===== src/quplsPkg.sv =====
// ====================
// Decoder front-end package
// Opcodes, instruction field positions, the decoded bundle layout,
// the APB register map and the queue sizes shared by every block
// ====================
`default_nettype none

package quplsPkg;

	// Raw 32-bit instruction word as written by the host
	typedef logic [31:0] instructionT;

	// Field positions inside an instruction word
	localparam int OPC_LSB = 0;
	localparam int OPC_W   = 7;
	localparam int RD_LSB  = 7;
	localparam int RS1_LSB = 13;
	localparam int RS2_LSB = 19;
	// All three register fields share one width
	localparam int REG_W   = 6;

	// Opcodes known to the decoder, all others decode as plain ALU forms
	typedef enum logic [6:0] {
		OP_NOP   = 7'd0,
		OP_ADD   = 7'd2,
		OP_ADDI  = 7'd4,
		OP_LOAD  = 7'd8,
		OP_STORE = 7'd9,
		OP_CHK   = 7'd16,
		OP_JSR   = 7'd17,
		OP_JSRI  = 7'd18,
		OP_DBRA  = 7'd19,
		OP_BCC   = 7'd20,
		OP_BCCU  = 7'd21,
		OP_FBCCH = 7'd22,
		OP_FBCCS = 7'd23,
		OP_FBCCD = 7'd24,
		OP_FBCCQ = 7'd25,
		OP_BSR   = 7'd26,
		OP_RTD   = 7'd27
	} opcodeT;

	// Decoded bundle, 32 bits, first member is the most significant
	typedef struct packed {
		logic [3:0]       pad;
		logic             hasImm;
		logic             isMem;
		logic             flowCtrl;
		logic [REG_W-1:0] rs2;
		logic [REG_W-1:0] rs1;
		logic [REG_W-1:0] rd;
		opcodeT           opcode;
	} decodedT;

	// ====================
	// Queues and host register map
	// ====================
	localparam int INSTR_DEPTH  = 4;
	localparam int RESULT_DEPTH = 4;
	// Wide enough to hold a count equal to the depth
	localparam int COUNT_W      = 3;

	localparam int APB_ADDR_W = 4;
	localparam logic [APB_ADDR_W-1:0] REG_INSTR  = 4'h0;
	localparam logic [APB_ADDR_W-1:0] REG_RESULT = 4'h4;
	localparam logic [APB_ADDR_W-1:0] REG_STATUS = 4'h8;

	// Where each count sits in the STATUS word
	localparam int STAT_INSTR_LSB  = 0;
	localparam int STAT_RESULT_LSB = 8;

endpackage

`default_nettype wire

===== src/quplsDecodeTop.sv =====
// ====================
// Decoder front end top level
// APB slave, instruction queue, two-slot decode pipeline and result queue
// With the host not reading, up to ten words are held in total
// ====================
`timescale 1ns/1ps
`default_nettype none

module quplsDecodeTop (
	input  wire                            clk,
	input  wire                            arstN,
	input  wire                            psel,
	input  wire                            penable,
	input  wire                            pwrite,
	input  wire [quplsPkg::APB_ADDR_W-1:0] paddr,
	input  wire [31:0]                     pwdata,
	output logic [31:0]                    prdata,
	output logic                           pready,
	output logic                           pslverr
);
	import quplsPkg::*;

	// Host side of the instruction queue
	logic               instrPush;
	instructionT        instrData;
	logic               instrFull;
	logic               instrEmpty;
	logic [COUNT_W-1:0] instrCount;

	// Queue head offered to the decode pipeline
	instructionT        instrWord;
	logic               instrReady;

	// Pipeline output and the result queue
	logic               outValid;
	decodedT            outBundle;
	logic               resultPop;
	decodedT            resultData;
	logic               resultFull;
	logic               resultEmpty;
	logic [COUNT_W-1:0] resultCount;

	quplsApbRegs uRegs (
		.clk         (clk),
		.arstN       (arstN),
		.psel        (psel),
		.penable     (penable),
		.pwrite      (pwrite),
		.paddr       (paddr),
		.pwdata      (pwdata),
		.prdata      (prdata),
		.pready      (pready),
		.pslverr     (pslverr),
		.instrFull   (instrFull),
		.resultEmpty (resultEmpty),
		.resultData  (resultData),
		.instrCount  (instrCount),
		.resultCount (resultCount),
		.instrPush   (instrPush),
		.instrData   (instrData),
		.resultPop   (resultPop)
	);

	// Pop follows ready since the FIFO ignores a pop while empty
	quplsFifo #(.payloadT(instructionT), .DEPTH(INSTR_DEPTH)) uInstrQ (
		.clk      (clk),
		.arstN    (arstN),
		.push     (instrPush),
		.pushData (instrData),
		.pop      (instrReady),
		.popData  (instrWord),
		.full     (instrFull),
		.empty    (instrEmpty),
		.count    (instrCount)
	);

	quplsDecodeStage uDecode (
		.clk        (clk),
		.arstN      (arstN),
		.instrValid (!instrEmpty),
		.instrWord  (instrWord),
		.instrReady (instrReady),
		.outValid   (outValid),
		.outBundle  (outBundle),
		.outReady   (!resultFull)
	);

	// A bundle moves only when slot two sees ready, so a held bundle is never pushed twice
	quplsFifo #(.payloadT(decodedT), .DEPTH(RESULT_DEPTH)) uResultQ (
		.clk      (clk),
		.arstN    (arstN),
		.push     (outValid && !resultFull),
		.pushData (outBundle),
		.pop      (resultPop),
		.popData  (resultData),
		.full     (resultFull),
		.empty    (resultEmpty),
		.count    (resultCount)
	);

endmodule

`default_nettype wire


===== src/quplsApbRegs.sv =====
// ====================
// APB register slave
// Instruction writes push the instruction queue, result reads pop
// the result queue, STATUS shows both counts, no wait states
// ====================
`timescale 1ns/1ps
`default_nettype none

module quplsApbRegs (
	input  wire                                 clk,
	input  wire                                 arstN,
	input  wire                                 psel,
	input  wire                                 penable,
	input  wire                                 pwrite,
	input  wire [quplsPkg::APB_ADDR_W-1:0]      paddr,
	input  wire [31:0]                          pwdata,
	output logic [31:0]                         prdata,
	output logic                                pready,
	output logic                                pslverr,
	input  wire                                 instrFull,
	input  wire                                 resultEmpty,
	input  wire quplsPkg::decodedT              resultData,
	input  wire [quplsPkg::COUNT_W-1:0]         instrCount,
	input  wire [quplsPkg::COUNT_W-1:0]         resultCount,
	output logic                                instrPush,
	output quplsPkg::instructionT               instrData,
	output logic                                resultPop
);
	import quplsPkg::*;

	logic        setupPhase;
	logic        accessPhase;
	logic [31:0] statusWord;
	logic [31:0] nextRdata;
	logic        nextErr;

	assign setupPhase  = psel && !penable;
	assign accessPhase = psel && penable;
	assign pready      = 1'b1;

	always_comb
	begin
		statusWord = '0;
		statusWord[STAT_INSTR_LSB +: COUNT_W]  = instrCount;
		statusWord[STAT_RESULT_LSB +: COUNT_W] = resultCount;
	end

	// ====================
	// Response decode
	// ====================
	// Worked out during setup so the response is stable for the whole access cycle
	always_comb
	begin
		nextRdata = '0;
		nextErr   = 1'b1;
		case (paddr)
			REG_INSTR:
			begin
				// Write only, a full queue rejects the word
				if (pwrite)
					nextErr = instrFull;
			end
			REG_RESULT:
			begin
				if (!pwrite)
				begin
					nextErr   = resultEmpty;
					nextRdata = resultEmpty ? '0 : 32'(resultData);
				end
			end
			REG_STATUS:
			begin
				if (!pwrite)
				begin
					nextErr   = 1'b0;
					nextRdata = statusWord;
				end
			end
			default:
				nextErr = 1'b1;
		endcase
	end

	// Response registers are driven only during the access cycle
	always_ff @(posedge clk or negedge arstN)
	begin
		if (!arstN)
		begin
			prdata  <= '0;
			pslverr <= 1'b0;
		end
		else if (setupPhase)
		begin
			prdata  <= nextRdata;
			pslverr <= nextErr;
		end
		else
		begin
			prdata  <= '0;
			pslverr <= 1'b0;
		end
	end

	// Queue side effects happen in the access cycle unless it reports an error
	assign instrPush = accessPhase && pwrite && (paddr == REG_INSTR) && !pslverr;
	assign instrData = pwdata;
	assign resultPop = accessPhase && !pwrite && (paddr == REG_RESULT) && !pslverr;

endmodule

`default_nettype wire


===== src/quplsDecodeStage.sv =====
// ====================
// Two-slot decode pipeline
// Slot one captures the raw fields and the flow-control flag,
// slot two adds the derived flags and presents the finished bundle
// ====================
`timescale 1ns/1ps
`default_nettype none

module quplsDecodeStage (
	input  wire                        clk,
	input  wire                        arstN,
	input  wire                        instrValid,
	input  wire quplsPkg::instructionT instrWord,
	output logic                       instrReady,
	output logic                       outValid,
	output quplsPkg::decodedT          outBundle,
	input  wire                        outReady
);
	import quplsPkg::*;

	logic             fcFlag;
	logic             s1Valid;
	opcodeT           s1Opcode;
	logic [REG_W-1:0] s1Rd;
	logic [REG_W-1:0] s1Rs1;
	logic [REG_W-1:0] s1Rs2;
	logic             s1Flow;
	logic             s2Free;
	logic             isMem;
	logic             hasImm;
	logic             noDest;
	decodedT          nextBundle;

	quplsDecodeFc uFc (
		.instr    (instrWord),
		.flowCtrl (fcFlag)
	);

	// ====================
	// Handshake
	// ====================
	// Slot two can take a new bundle when empty or when its bundle leaves now
	assign s2Free     = !outValid || outReady;
	// Slot one accepts when empty or when it moves into slot two this cycle
	assign instrReady = !s1Valid || s2Free;

	always_ff @(posedge clk or negedge arstN)
	begin
		if (!arstN)
		begin
			s1Valid  <= 1'b0;
			outValid <= 1'b0;
		end
		else
		begin
			if (instrReady)
				s1Valid <= instrValid;
			if (s2Free)
				outValid <= s1Valid;
		end
	end

	// Slot one payload, raw fields straight from the word
	always_ff @(posedge clk)
	begin
		if (instrReady && instrValid)
		begin
			s1Opcode <= opcodeT'(instrWord[OPC_LSB +: OPC_W]);
			s1Rd     <= instrWord[RD_LSB +: REG_W];
			s1Rs1    <= instrWord[RS1_LSB +: REG_W];
			s1Rs2    <= instrWord[RS2_LSB +: REG_W];
			s1Flow   <= fcFlag;
		end
	end

	// ====================
	// Derived fields
	// ====================
	always_comb
	begin
		isMem  = (s1Opcode == OP_LOAD) || (s1Opcode == OP_STORE);
		// Immediate forms carry low immediate bits where rs2 would sit
		// DBRA and BSR count as branch forms here
		case (s1Opcode)
			OP_ADDI, OP_LOAD, OP_STORE, OP_JSRI, OP_DBRA, OP_BSR,
			OP_BCC, OP_BCCU, OP_FBCCH, OP_FBCCS, OP_FBCCD, OP_FBCCQ:
				hasImm = 1'b1;
			default:
				hasImm = 1'b0;
		endcase
		// Stores and conditional branches write no register
		// DBRA keeps rd since it writes back the decremented counter
		case (s1Opcode)
			OP_STORE, OP_BCC, OP_BCCU, OP_FBCCH, OP_FBCCS, OP_FBCCD, OP_FBCCQ:
				noDest = 1'b1;
			default:
				noDest = 1'b0;
		endcase
		nextBundle.pad      = '0;
		nextBundle.hasImm   = hasImm;
		nextBundle.isMem    = isMem;
		nextBundle.flowCtrl = s1Flow;
		nextBundle.rs2      = hasImm ? '0 : s1Rs2;
		nextBundle.rs1      = s1Rs1;
		nextBundle.rd       = noDest ? '0 : s1Rd;
		nextBundle.opcode   = s1Opcode;
	end

	// Slot two payload, held while the result queue is full
	always_ff @(posedge clk)
	begin
		if (s2Free && s1Valid)
			outBundle <= nextBundle;
	end

endmodule

`default_nettype wire


===== src/quplsDecodeFc.sv =====
// ====================
// Flow-control detector
// Flags opcodes that can redirect the instruction stream
// ====================
`timescale 1ns/1ps
`default_nettype none

module quplsDecodeFc (
	input  wire quplsPkg::instructionT instr,
	output logic                       flowCtrl
);
	import quplsPkg::*;

	// Checks, subroutine jumps, every branch form and returns all count
	function automatic logic fnIsFlowCtrl(input opcodeT op);
		logic isFc;
		isFc = 1'b0;
		case (op)
			OP_CHK:
				isFc = 1'b1;
			OP_JSR, OP_JSRI:
				isFc = 1'b1;
			// Counted loop branch plus the integer and float conditional branches
			OP_DBRA, OP_BCC, OP_BCCU,
			OP_FBCCH, OP_FBCCS, OP_FBCCD, OP_FBCCQ:
				isFc = 1'b1;
			OP_BSR, OP_RTD:
				isFc = 1'b1;
			default:
				isFc = 1'b0;
		endcase
		return isFc;
	endfunction

	assign flowCtrl = fnIsFlowCtrl(opcodeT'(instr[OPC_LSB +: OPC_W]));

endmodule

`default_nettype wire


===== src/quplsFifo.sv =====
// ====================
// Synchronous FIFO
// Circular buffer for any payload type, head entry shown on popData,
// occupancy reported as a count with full and empty flags
// ====================
`timescale 1ns/1ps
`default_nettype none

module quplsFifo #(
	parameter type payloadT = logic [31:0],
	parameter int  DEPTH    = 4
)(
	input  wire                            clk,
	input  wire                            arstN,
	input  wire                            push,
	input  wire payloadT                   pushData,
	input  wire                            pop,
	output payloadT                        popData,
	output logic                           full,
	output logic                           empty,
	output logic [quplsPkg::COUNT_W-1:0]   count
);
	import quplsPkg::*;

	// Storage has no reset, only the pointers and the count are control state
	payloadT mem [DEPTH];
	logic [$clog2(DEPTH)-1:0] rdPtr;
	logic [$clog2(DEPTH)-1:0] wrPtr;
	logic doPush;
	logic doPop;

	assign full  = (count == COUNT_W'(DEPTH));
	assign empty = (count == '0);

	// A pop frees a slot in the same cycle, so push is legal when full and popping
	assign doPush = push && (!full || pop);
	assign doPop  = pop && !empty;

	assign popData = mem[rdPtr];

	always_ff @(posedge clk)
	begin
		if (doPush)
			mem[wrPtr] <= pushData;
	end

	always_ff @(posedge clk or negedge arstN)
	begin
		if (!arstN)
		begin
			rdPtr <= '0;
			wrPtr <= '0;
			count <= '0;
		end
		else
		begin
			// Pointers wrap explicitly so depths other than a power of two work
			if (doPush)
				wrPtr <= (int'(wrPtr) == DEPTH - 1) ? '0 : wrPtr + 1'b1;
			if (doPop)
				rdPtr <= (int'(rdPtr) == DEPTH - 1) ? '0 : rdPtr + 1'b1;
			case ({doPush, doPop})
				2'b10: count <= count + 1'b1;
				2'b01: count <= count - 1'b1;
				default: count <= count;
			endcase
		end
	end

endmodule

`default_nettype wire


===== config.mk =====
export PLATFORM = sky130hd
export DESIGN_NAME = quplsDecodeTop
export DESIGN_NICKNAME = d
export VERILOG_FILES = /design/src/quplsPkg.sv /design/src/quplsDecodeTop.sv /design/src/quplsApbRegs.sv /design/src/quplsDecodeStage.sv /design/src/quplsDecodeFc.sv /design/src/quplsFifo.sv
export SDC_FILE = /design/constraint.sdc
export NUM_CORES = 1
export LEC_CHECK = 0
export BUFFER_PORTS_ARGS = -buffer_cell sky130_fd_sc_hd__buf_2
export CORE_AREA = 3 3 165 167
export CTS_BUF_LIST = sky130_fd_sc_hd__clkbuf_2 sky130_fd_sc_hd__clkbuf_4 sky130_fd_sc_hd__clkbuf_8
export DETAILED_ROUTE_END_ITERATION = 8
export DIE_AREA = 0 0 168 170
export GPL_TIMING_DRIVEN = 0
export SLEW_MARGIN = 20
export SYNTH_ARGS = -nofsm -noshare
export SYNTH_HDL_FRONTEND = slang
export SYNTH_SLANG_ARGS = --single-unit
export TNS_END_PERCENT = 10

===== constraint.sdc =====
create_clock -name clk -period 4.75 [get_ports clk]
set_input_delay 0.2375 -clock clk [delete_from_list [all_inputs] [get_ports clk]]
set_output_delay 0.2375 -clock clk [all_outputs]
set_load 0.01 [all_outputs]

After elaboration in Yosys (flattened, before gate mapping):

Memory sizes are Yosys's and may differ from the RTL's. A register that Yosys moved wholly into a read port is not among the register bits.
Cells that the tools add are included.

* $add $sub $neg: 8
* eq/ne operators: 20
* mux-type cells: 23
* reduce and logical (&&, ||, !) cells: 37

Operators by type and width (number)
* 32-bit two-way mux: 3
* 32-bit case mux with 2 select lines: 1
* 7-bit by 5-bit equality test with 1-bit output, second input constant: 6
* 7-bit by 4-bit equality test with 1-bit output, second input constant: 2
* 1-bit logical AND: 14
* 2-bit by 1-bit equality test with 1-bit output, second input constant: 6
* 3-bit case mux with 2 select lines: 2
* 11-bit two-way mux: 1
* 1-bit logical NOT: 10
* 1-bit two-way mux: 10
* 2-bit by 1-bit adder with 2-bit output, second input constant: 4
* 2-bit two-way mux: 4
* 7-bit OR reduction: 1
* 3-bit by 1-bit adder with 3-bit output, second input constant: 2
* 3-bit equality test, second input constant: 2
* 3-bit logical NOT: 2
* 3-bit by 1-bit subtractor with 3-bit output, second input constant: 2
* 1-bit logical OR: 5
* 5-bit two-way mux: 1
* 2-bit equality test, second input constant: 2
* 4-bit by 3-bit equality test with 1-bit output, second input constant: 1
* 4-bit equality test, second input constant: 1
* 2-bit logical NOT: 2
* 4-bit logical NOT: 1
* 2 further kinds: 3

* bits in registers: 102
* memory bits (writable): 240
* memory bits (read-only): 64
* input port bits: 41
* output and inout bits: 34
* word-level logic and storage cells: 113
* memories kept: 4

Memory list
* uInstrQ.mem: depth 4, width 32, read ports 1, clocked after Yosys merged registers in 0, wr ports 1, line quplsFifo.sv:26 `payloadT mem [DEPTH];`
* uResultQ.mem: depth 4, width 28, read ports 1, clocked after Yosys merged registers in 0, wr ports 1, line quplsFifo.sv:26
* (name not given): depth 32, width 1, read ports 1, clocked after Yosys merged registers in 1, wr ports 0, line quplsDecodeStage.sv:84 `case (s1Opcode)`
* (name not given): depth 32, width 1, read ports 1, clocked after Yosys merged registers in 1, wr ports 0, line quplsDecodeFc.sv:18 `case (op)`

Longest topological paths before layout:

Gate-level depths: netlist (run 1).

* depth after elaboration: 8
* mapped depth: 10
* gate-level depth less buffers: 10

By module:

From an unflattened synthesis (run 1), not the netlist that was laid out.

* cells, all modules: 658
* area total of the unflattened synthesis: 13621.8 µm²

By module, submodules not included
* quplsFifo: times used 2, cells each 209, area each 5072.4 µm², seq. area each 4018.9 µm²
* quplsDecodeStage: times used 1, cells each 106, area each 1984.4 µm², seq. area each 1691.6 µm²
* quplsApbRegs: times used 1, cells each 129, area each 1460.2 µm², seq. area each 825.8 µm²
* quplsDecodeFc: times used 1, cells each 2, area each 18.8 µm², seq. area each 0.0 µm²
* quplsDecodeTop: times used 1, cells each 3, area each 13.8 µm², seq. area each 0.0 µm²

Worst setup path before layout (run 1):

Ideal clock, no wire load.

* path type: register -> register
* start: reg uResultQ.count[2] (netlist name)
* end: reg uInstrQ.count[2] (netlist name)
* library setup time: 0.079 ns
* arrival: 2.715 ns
* required time: 4.671 ns
* path slack: 1.956 ns
* stages on the path, launching flop included: 9
* path buffers: 0
* period minus slack after synthesis: 2.794 ns
* cell sequence: dfrtp_1 > and4bb_1 > a21oi_2 > ha_1 > inv_1 > fa_1 > xor2_1 > nor2_1 > xor2_1

* cells in the longest elaborated chain, start to end: 8
* elaborated cells between the ends (all ways): 11
* classes of those cells: eq/ne: 3; mux: 1; reduce/logical: 7

Ends and longest elaborated chain
* from (decl): line quplsFifo.sv:21 `output logic [quplsPkg::COUNT_W-1:0] count`
* from (signal assigned): line quplsFifo.sv:63 `2'b10: count <= count + 1'b1;`
* from (signal assigned): line quplsFifo.sv:64 `2'b01: count <= count - 1'b1;`
* from (signal assigned): line quplsFifo.sv:65 `default: count <= count;`
* 3-bit equality test *: line quplsFifo.sv:32 `assign full = (count == COUNT_W'(DEPTH));`
* 1-bit logical NOT *: line quplsDecodeTop.sv:85 `.outReady (!resultFull)`
* 1-bit logical OR *: line quplsDecodeStage.sv:43 `assign s2Free = !outValid || outReady;`
* 1-bit logical OR *: line quplsDecodeStage.sv:45 `assign instrReady = !s1Valid || s2Free;`
* 1-bit logical OR: line quplsFifo.sv:36 `assign doPush = push && (!full || pop);`
* 1-bit logical AND: line quplsFifo.sv:36
* 2-bit by 1-bit equality test with 1-bit output / 2-bit equality test (equally long branches): line quplsFifo.sv:62 `case ({doPush, doPop})`
* 3-bit case mux with 2 select lines / 2-bit nonzero test (equally long branches)
* to (signal assigned): line quplsFifo.sv:63
* to (signal assigned): line quplsFifo.sv:64
* to (signal assigned): line quplsFifo.sv:65
* to (decl): line quplsFifo.sv:21

Every way passes the cells marked *; elsewhere a longest branch is shown, timed or not.
A chain may end at the register's enable or synchronous reset.

Worst setup path after layout (run 1):

* start: reg uResultQ.count[0] (netlist name)
* end: reg uInstrQ.count[2] (netlist name)

The elaborated chain is that of the path after synthesis.

==> metrics.md, run 1 <==
| Metric | Value |
|---|---|
| WL/cell | 18.0 um |
| Period utilization | a little over half |
| Worst path required time | roughly 5200 ps |
| Bufs on Longest Clock Path | 3 |
| Row count | between 50 and 60 |
| Post-Syn Instances | 548 |
| CP Capture Type | flip-flop |
| Core area | 25900 sq um |
| Full die area | 28600 sq um |
| I/O pin total | 75 |
| Detailed Route Iter0 Violations | 301 |
| #FFs+latches synth | 312 |
| Most common cell in the netlist | edfxtp_1 |
| Total routed wirelength | around 19 mm |
| Peak VDD IR | 0.325 mV |
| Top cell types by occurrence after synthesis | 266 x edfxtp_1, 53 x mux4_2, 45 x dfrtp_1, 24 x and3_1, 19 x nor2_1 |
| Slew Viols, Final | 0 |
| Worst slew pin tran | approximately 760 ps |
| Avg Cell Area, Syn | about 21 sq um |
| Overall Global Routing Usage | approximately 14% |
| Area grow syn2layout | 18.9% |
| CP Data Arrival Time | 3000 ps |
| Die height | approximately 170 um |
| Final setup vio count | 0 |
| Via/cell ratio | about 5 |
| Fin crit period | 2530 ps |
| Status | complete, no violations |
| Share of the synthesized area in the top cell type | between 60 and 70% |
| Vias in the first global route | about 5700 |
| CP Class | reg -> reg |
| Critical path's slowest cell | and4bb_1 |
| Hold Path Class | in -> reg |
| Initial antenna violation count | 0 |
| Diodes inserted | 0 |
| RSZ-0062 raised after global routing | no |
| Maxcap violations | 0 |
| Leading area contributor after synthesis | edfxtp_1 |
| First-pass DRT Iterations | 4 |
| Crit-path max cell delay | approximately 440 ps |
| Multi-input gate area | around 2300 sq um |
| CP top delay family | simple AND/OR/NAND/NOR gates |
| Number of synthesis warnings | 0 |
| Ranking of synthesized cells by area | edfxtp_1 69%, mux4_2 10%, dfrtp_1 9.8% |
| Fmax | just under 400 MHz |
| CTS tree | yes |
| H-tree depth | 2 |
| Clock transition at path regs | 60 ps |
| Worst-skew pair later-pin latency | about 560 ps |
| Vias post-DR | ~5400 |
| Cell variety after synth | 43 |
| Drc violations | 0 |
| Nets | roughly 750 |
| Post-CTS Setup Inserts | 0 |
| Lkg Pwr | between 5 and 6 nW |
| Setup TNS | 0 ps |
| Share of cells above drive strength 1 | a little under a third |
| Largest net degree at the start of global routing | 46 |
| Slew Limit Headroom | approximately 50% |
| Final ANT Viol Nets | 0 |
| DP HPWL | 12.1 mm |
| Cts hold-fix bufs | 28 |
| Pwr dens | roughly 620 nW/um^2 |
| Sequential share of the synthesized area | 79.2% |
| Clock Skews | between 30 and 40 ps |
| EDFF count, synth | 266 |
| Total Power | approximately 0.0085 W |
| CTS resizes | 0 |
| Die X-Extent | between 150 and 200 um |
| IO buf count | just over 60 |
| First-pass GRT wire length | between 30 and 40 mm |
| Cell Area, Synth | roughly 12000 sq um |
| CP bufs+invs | 2 |
| Grt total ovfl | 0 |
| Crit Path Max Fanout | 7 |
| Placer Congestion | approximately 0.78 |
| Clock sinks | between 300 and 400 |
| Cell Chain, Critical Path | and4bb_1 -> nand2_1 -> o2111a_1 -> inv_1 -> ha_1 -> inv_1 -> fa_1 -> xor2_1 -> nor2_1 -> xor2_1 |
| Root Buffer | clkbuf_8 |
| Inserted Clock Buffers | 49 |
| Final hold violation count | 0 |
| Storage cell area | just over 9000 sq um |
| Post-synth ARST share | between 10% and 20% |
| Startpoint types | flip-flop |
| Fillers | 1996 |
| Most common flop cell mapped by yosys | edfxtp_1 |
| Initial Util | 44.5% |
## state kept, by name, summed over array words and instances, names as in the netlist, 2 cells and up, named ones only
| name | flops |
|---|---|
| uResultQ.mem | 112 |
| uInstrQ.mem | 100 |
| uDecode.outBundle | 28 |
| uRegs.prdata | 28 |
| uDecode.s1Opcode | 7 |
| uDecode.s1Rd | 6 |
| uDecode.s1Rs1 | 6 |
| uDecode.s1Rs2 | 6 |
| uInstrQ.count | 3 |
| uResultQ.count | 3 |
| uInstrQ.rdPtr | 2 |
| uInstrQ.wrPtr | 2 |
| uResultQ.rdPtr | 2 |
| uResultQ.wrPtr | 2 |
## report_power, final
group          internal, W  total, W  switching, W
Sequential         0.00412   0.00446      0.000340
Clock              0.00135   0.00234      0.000993
Combinational     0.000793   0.00172      0.000927
Total              0.00626   0.00852       0.00226
## path summary, 6_finish.rpt
path	slack, ps	cells after the start	endpoint	from
setup / recovery	2220	10	uInstrQ.count[2]	uResultQ.count[0]
min in group asynchronous	230	2	uRegs.pslverr	arstN
max in group asynchronous	4090	2	uResultQ.rdPtr[0]	arstN
hold / removal	170	4	uRegs.prdata[10]	paddr[0]
setup reg to reg	2220	10	uInstrQ.count[2]	uResultQ.count[0]
hold reg to reg	420	0	uDecode.outBundle[15]	uDecode.s1Rs1[2]
## per-layer routing
metal | GRT usage, % | vias up | wire length [um]
met5 | 0 | - | 0
met4 | 4.80 | 0 | 439
met3 | 3.07 | 35 | 829
met2 | 23.5 | 132 | 9800
met1 | 17.7 | 2717 | 8180
li1 | - | 2467 | -
## worst min-delay path, cell delays in order
cell and delay [ps]:
buf_2 90, nor2_1 70, nand3_1 210, nor2_1 70
## through the flow
step	util (%)	instance area, sq um	setup slack [ps]	hold WS [ps]	instances
floorplan	-	11500	1960	-58.1	551
global placement	47.4	12300	1570	405	948
global route	52.9	13700	2050	183	1070
CTS	52.9	13700	2190	116	1070
detailed placement	47.9	12400	2220	405	953
finish	52.9	13700	2220	168	1070
## cell families after synthesis
family	count (synthesis)	synth area share, %
mux	60	11.0
flops	312	79.2
fa+ha+maj	14	1.65
compound gates	25	1.59
simple gates	90	4.39
other cells	2	0.0651
xor+xnor	7	0.532
buf+inv	38	1.56
## layout by cell type, fill, tap and decap left out, types with 12 or more instances in the layout
cell type        n
and3_1          24
buf_2           70
clkbuf_4        12
clkbuf_8        50
clkinv_1        12
dfrtp_1         45
dlygate4sd3_1   28
edfxtp_1       266
ha_1            12
inv_1           14
mux4_2          53
nor2_1          19
## cell type report
cell class / instances / share of cell area (%)
Multi-Input combinational cell: 201 / 16.5
Sequential cell: 312 / 66.6
Buffer: 24 / 0.930
Clock buffer: 62 / 5.67
Clock inverter: 27 / 1.82
Inverter: 14 / 0.383
Timing Repair Buffer: 95 / 5.11
Tap cell: 335 / 3.06
(Power assumes the default switching activity.)
==> run 2, diff against run 1 <==
ABC_AREA = 1   (was default)
CORE_AREA = 3 3 167 169   (was 3 3 165 167)
DIE_AREA = 0 0 170 172   (was 0 0 168 170)
clock period = 2.31 ns   (was 4.75 ns; I/O delays follow)
==> metrics.md, run 2 <==
| Metric | Value |
|---|---|
| Status | complete, no violations |
| I/O pin total | 75 (unchanged) |
| CP Data Arrival Time | 2540 ps (-460 ps) |
| Avg Cell Area, Syn | 13.5 sq um (-36%) |
| Vias in the first global route | 6858 (+20%) |
| Compound-gate portion of the synthesized area | 7.73% (+6.1 points) |
| R2R Path End | uResultQ.count[2] |
| Reg2reg setup slack | 200 ps (-2020 ps) |
| Share of cells above drive strength 1 | 21.2% (-10 points) |
| Diodes inserted | 0 (unchanged) |
| Number of synthesis warnings | 0 (unchanged) |
| Lkg Pwr | 5.54 nW (+8.7%) |
| Maxcap violations | 0 (unchanged) |
| EDFF count, synth | 266 (unchanged) |
| First-pass DRT Iterations | 5 (+1) |
| R2r startpoint | uResultQ.count[2] |
| Area grow syn2layout | 21.1% |
| Worst R2R Path Depth | 10 (unchanged) |
| #FFs+latches synth | 312 (unchanged) |
| Fmax | 473 MHz (+20%) |
| Cell Area, Synth | 11900 sq um (+3.2%) |
| Multiplexer area fraction after synthesis | 0% (-11 points) |
| WL/cell | 16.2 um (-9.8%) |
| Simple-Gate Fraction of Synth Area | 9.46% (+5.1 points) |
| Final ANT Viol Nets | 0 (unchanged) |
| Sequential share of the synthesized area | 76.7% (-2.5 points) |
| Cell variety after synth | 33 (-23%) |
| Clock sinks | 312 (unchanged) |
| Slew Viols, Final | 0 (unchanged) |
| Detailed Route Iter0 Violations | 477 (+58%) |
| Post-Synth XOR/XNOR Area | 0.294% (-0.24 points) |
| Placer Congestion | 0.757 (-2.7%) |
| Nets | 1101 (+46%) |
| Final hold violation count | 0 (unchanged) |
| Most common cell after layout, fill and taps aside | edfxtp_1 |
| Root Buffer | clkbuf_8 |
| Pwr dens | 1260 nW/um^2 (+100%) |
| Post-Syn Instances | 881 (+61%) |
| Most common flop cell mapped by yosys | edfxtp_1 |
| Largest register FFs | 112 (unchanged) |
| Period utilization | 91.5% (+38 points) |
| Worst-skew pair later-pin latency | 560 ps (about the same) |
| Worst path required time | 2740 ps (-2480 ps) |
| Worst slew pin tran | 977 ps (+221 ps) |
| Full die area | 29200 sq um (+2.4%) |
| Slew Limit Headroom | 34.8% (-15 points) |
| Fin crit period | 2110 ps (-420 ps) |
| Top cell types by occurrence after synthesis | 266 x edfxtp_1, 169 x nor2_1, 93 x o21ai_0, 70 x nand2_1, 56 x inv_1 |
| Post-route cell area | 14400 sq um (+5.1%) |
| Most common cell in the netlist | edfxtp_1 |
| Crit Path Max Fanout | 5 (-2) |
| H-tree depth | 2 (unchanged) |
| Startpoint types | flip-flop |
| Post-synth ARST share | 14.4% (unchanged) |
| Final setup vio count | 0 (unchanged) |
| Inserted Clock Buffers | 51 (+4.1%) |
| Leading area contributor after synthesis | edfxtp_1 |
| DP HPWL | 14.4 mm (+19%) |
| Die height | 172 um (+1.2%) |
| Placed cell area | 12900 sq um (+4.2%) |
| Post-synthesis adder-cell area fraction | 1.60% (-0.052 points) |
| Biggest regs | uResultQ.mem (112), uInstrQ.mem (100) |
| Vias post-DR | 6969 (+30%) |
| Largest family of logic cells by synthesized area | simple AND/OR/NAND/NOR gates |
| Via/cell ratio | 4.87 (-2.5%) |
| Die X-Extent | 170 um (+1.2%) |
| Core area | 26700 sq um (+3.1%) |
| Clock transition at path regs | 60 ps (about the same) |
| Bufs on Longest Clock Path | 3 (unchanged) |
| CTS tree | yes |
| Largest net degree at the start of global routing | 31 (-33%) |
| Drc violations | 0 (unchanged) |
| CP Class | reg -> reg |
| Fin util | 54.0% (+1.0 points) |
| IO buf count | 62 (unchanged) |
| Share of the synthesized area in the top cell type | 67.1% (-2.2 points) |
| Peak VDD IR | 0.506 mV (+55%) |
| CP Capture Type | flip-flop |
| Clock Skews | 15.9 ps (-14.5 ps) |
| Hold Path Class | in -> async |
| Largest Register | uResultQ.mem |
| Commonest cells after routing, fill and taps aside | 266 x edfxtp_1, 161 x nor2_1, 93 x o21ai_0 |
| Initial antenna violation count | 0 (unchanged) |
| Grt total ovfl | 0 (unchanged) |
| Row count | 60 (+1.7%) |
| Total routed wirelength | 23.2 mm (+20%) |
| First-pass GRT wire length | 36.8 mm (+19%) |
| Ranking of synthesized cells by area | edfxtp_1 67%, dfrtp_1 9.5%, nor2_1 5.3% |
| Overall Global Routing Usage | 16.2% (+2.4 points) |
| Initial Util | 44.6% (about the same) |
## run 2: changes by cell type in the layout (fill, tap and decap cells not counted), sizes merged, moves of 21 or more
cell / change
nor2: +154
o21ai: +98
nand2: +66
mux4: -53
inv: +46
a21oi: +29
and3: -24
buf: +24
o22ai: +24
nand3: +23
clkbuf: +21
## run 2: cell families after synthesis
logic type      count (synthesis)
xor+xnor                        4
other cells                     2
buf+inv                       102
compound gates                169
flops                         312
simple gates                  278
fa+ha+maj                      14
## run 2: repair_timing
action | in CTS | in global routing
gates resized for setup | 1 | 8
gates cloned | 1 | 0
setup endpoints to repair | 3 | 14
pin swaps | 1 | 1
buffers inserted | 1 | 4
hold buffers | 32 | 0
hold endpoints to repair | 155 | 0
## run 2: worst max-delay path, stage by stage (launching register included)
cell and delay, ps:
dfrtp_1 410, nor3_1 100, nor2_2 170, nand2_1 120
nor2_4 180, ha_1 170, inv_1 70, fa_1 370
a21oi_1 140, o21ai_0 120, xnor2_1 140
## run 2: how the worst max path moves through the flow
stage                                  from                  end  slack, ps  cells after the start
after global routing      uResultQ.count[1]     uInstrQ.count[2]         -7                     11
after floorplan               uRegs.pslverr    uInstrQ.mem[3][0]        -90                      5
after CTS                 uResultQ.count[0]     uInstrQ.count[2]         10                     11
after detailed placement  uResultQ.count[0]     uInstrQ.count[1]       -480                     10
after global placement    uResultQ.count[1]  uResultQ.mem[1][16]      -1090                      4
final                     uResultQ.count[2]    uResultQ.count[2]        200                     10
## run 2: stage by stage
step	instances	setup TNS [ps]	power [W]	hold WS, ps	worst slack, ps
2_1_floorplan	884	-10620	0.0116	-180	-86.3
3_3_place_gp	1287	-222640	0.0129	332	-1090
3_5_place_dp	1296	-1010	0.0132	94.9	-476
4_1_cts	1426	0	0.0183	20.0	9.86
5_1_grt	1430	-6.62	0.0193	47.5	-6.62
6_report	1430	0	0.0182	47.3	197
## run 2: area by class of cell
class                   instances  area [sq um]
fillers                      2214         12300
multi-input cells             470          2380
repair inverters                1          5.00
clock buffers                  81           977
well taps                     341           427
clock inverters                15           124
plain buffers                  41           263
inverters                      61           235
repair buffers                108           878
flip-flops and latches        312          9130
## run 2: power breakdown
part / leakage (nW) / internal, W / switching [W] / total, W
logic: 1.87 / 0.00139 / 0.00282 / 0.00421
registers: 3.09 / 0.00832 / 0.000663 / 0.00898
clock network: 0.587 / 0.00291 / 0.00208 / 0.00499
## run 2: layer usage
metal / up-vias / global-route usage [%] / part of all wire [%]
met2: 171 / 27.1 / 49
met4: 0 / 6.46 / 2.8
met3: 49 / 2.72 / 5.0
met5: - / 0 / 0
met1: 3323 / 21.3 / 44
li1: 3426 / - / -
==> run 3, diff against run 2 <==
clock period = 2.5 ns   (was 2.31 ns; I/O delays follow)
==> metrics.md, run 3 (same netlist as run 2, synthesis figures left out) <==
| Metric | Value |
|---|---|
| Initial antenna violation count | 0 (unchanged) |
| Diodes inserted | 0 (unchanged) |
| Drc violations | 0 (unchanged) |
| Area grow syn2layout | 20.8% |
| Die X-Extent | 170 um (unchanged) |
| Pwr dens | 1170 nW/um^2 (-7.6%) |
| CP Class | reg -> reg |
| Final hold violation count | 0 (unchanged) |
| Internal power | 0.0117 W (-7.7%) |
| Maxcap violations | 0 (unchanged) |
| Largest net degree at the start of global routing | 31 (unchanged) |
| Final setup vio count | 0 (unchanged) |
| Worst-skew pair later-pin latency | 560 ps (about the same) |
| CTS tree | yes |
| Nets | 1100 (-0.091%) |
| Met1 usage | 21.3% (+0.046 points) |
| Post-route cell area | 14400 sq um (-0.24%) |
| DP HPWL | 14.4 mm (unchanged) |
| Total routed wirelength | 23.1 mm (-0.22%) |
| Pre-CTS setup slack | -286 ps (+190 ps) |
| Inserted Clock Buffers | 51 (unchanged) |
| Final ANT Viol Nets | 0 (unchanged) |
| Crit Path Max Fanout | 9 (+4) |
| Setup TNS | 0 ps (unchanged) |
| H-tree depth | 2 (unchanged) |
| Share of total power in sequential cells | 49.5% (about the same) |
| Fmax | 443 MHz (-6.4%) |
| Psw | 0.00511 W (-8.0%) |
| Placer Congestion | 0.757 (unchanged) |
| Reg2reg setup slack | 240 ps (+50 ps) |
| WL/cell | 16.2 um (-0.15%) |
| Root Buffer | clkbuf_8 |
| Clock Skews | 17.7 ps (+1.76 ps) |
| Share of cells above drive strength 1 | 20.7% (-0.53 points) |
| Row count | 60 (unchanged) |
| Most common cell after layout, fill and taps aside | edfxtp_1 |
| Largest register FFs | 112 (unchanged) |
| Lkg Pwr | 5.54 nW (about the same) |
| Worst slew pin tran | 978 ps (+0.941 ps) |
| Worst R2R Path Depth | 9 (-1) |
| Grt total ovfl | 0 (unchanged) |
| Status | complete, no violations |
| Sw frac | 30.5% (-0.081 points) |
| Die height | 172 um (unchanged) |
| GRT busiest layer | met2 |
| First-pass GRT wire length | 36.7 mm (about the same) |
| RSZ-0062 raised after global routing | no |
| M2 GR Usage | 27.1% (-0.052 points) |
| Fin crit period | 2260 ps (+144 ps) |
| Largest Register | uResultQ.mem |
| Clock sinks | 312 (unchanged) |
| Slew Limit Headroom | 34.7% (-0.063 points) |
| Detailed Route Iter0 Violations | 461 (-3.4%) |
| Bufs on Longest Clock Path | 3 (unchanged) |
| Hold Path Class | in -> async |
| Startpoint types | flip-flop |
| R2r startpoint | uResultQ.count[0] |
| Clock transition at path regs | 60 ps (about the same) |
| Full die area | 29200 sq um (unchanged) |
| CP Capture Type | flip-flop |
| Peak VDD IR | 0.468 mV (-7.5%) |
| Via/cell ratio | 4.83 (-0.83%) |
| Period utilization | 90.3% (-1.2 points) |
| Core area | 26700 sq um (unchanged) |
| Biggest regs | uResultQ.mem (112), uInstrQ.mem (100) |
| Final WS setup | 243 ps (+45.8 ps) |
| I/O pin total | 75 (unchanged) |
| Met3 usage | 2.70% (-0.023 points) |
| Worst path required time | 2930 ps (+190 ps) |
| Slew Viols, Final | 0 (unchanged) |
| Vias in the first global route | 6848 (-0.15%) |
| Overall Global Routing Usage | 16.2% (-0.020 points) |
| First-pass DRT Iterations | 6 (+1) |
| R2R Path End | uResultQ.count[2] |
| Commonest cells after routing, fill and taps aside | 266 x edfxtp_1, 161 x nor2_1, 93 x o21ai_0 |
| Placed cell area | 12900 sq um (unchanged) |
| Clock share of power | 27.5% (about the same) |
| Initial Util | 44.6% (unchanged) |
| Combinational fraction of design power | 23.0% (about the same) |
| IO buf count | 62 (unchanged) |
| Fin util | 53.8% (-0.13 points) |
| CP Data Arrival Time | 2690 ps (+150 ps) |
| Vias post-DR | 6906 (-0.90%) |
## run 3: changes by cell type in the layout (fill, tap and decap cells not counted), sizes merged
cell and change:
dlygate4sd3 -1
## run 3: how the worst max path moves through the flow
stage	from	endpoint	slack [ps]	cells past startpoint
after floorplan	uRegs.pslverr	uInstrQ.mem[3][0]	100	5
after global placement	uResultQ.count[1]	uResultQ.mem[1][16]	-900	4
after detailed placement	uResultQ.count[0]	uInstrQ.count[1]	-290	10
after CTS	uResultQ.count[0]	uInstrQ.count[2]	130	11
after global routing	uResultQ.count[1]	uInstrQ.count[1]	50	10
final	uResultQ.count[0]	uResultQ.count[2]	240	9
## run 3: power by group through the flow
stage | Combinational, W | Clock [W] | Sequential [W]
after floorplan | 0.00255 | 0 | 0.00819
after global placement | 0.00351 | 0 | 0.00842
final | 0.00386 | 0.00461 | 0.00830
after global routing | 0.00439 | 0.00498 | 0.00844
after detailed placement | 0.00384 | 0 | 0.00840
after CTS | 0.00391 | 0.00472 | 0.00830
## run 3: layer usage
layer  wire, um  up-vias
met5          0        -
li1           -     3426
met1      10200     3282
met3       1060       45
met2      11300      153
met4        626        0
## run 3: cell type report
class                      count  area, sq um
tap                          341          427
fill                        2215        12300
clock inverter                15          124
sequential                   312         9130
inverter                      61          235
clock buffer                  81          977
buffer                        41          263
timing repair inverter         1         5.00
timing repair buffer         107          868
multi-input combinational    470         2360
## run 3: repair_timing
item,CTS,global route
hold endpoints to repair,154,0
hold buffers,31,0
setup endpoints to repair,2,1
cloned,1,0
setup buffers,1,4
pin swaps,0,1
resized for setup,0,1
## run 3: worst max-delay path, cell delays in order (launching register included)
cell,delay [ps]
dfrtp_1,420
inv_1,130
nand3_2,90
nand2_1,420
ha_1,250
inv_1,70
fa_1,370
a21oi_1,140
o21ai_0,120
xnor2_1,140
## run 3: through the flow
step / instances / total power (W) / hold WS (ps)
floorplan: 884 / 0.0107 / -171
global placement: 1287 / 0.0119 / 341
detailed placement: 1296 / 0.0122 / 104
CTS: 1425 / 0.0169 / 29.5
global route: 1429 / 0.0178 / 56.6
finish: 1429 / 0.0168 / 58.4
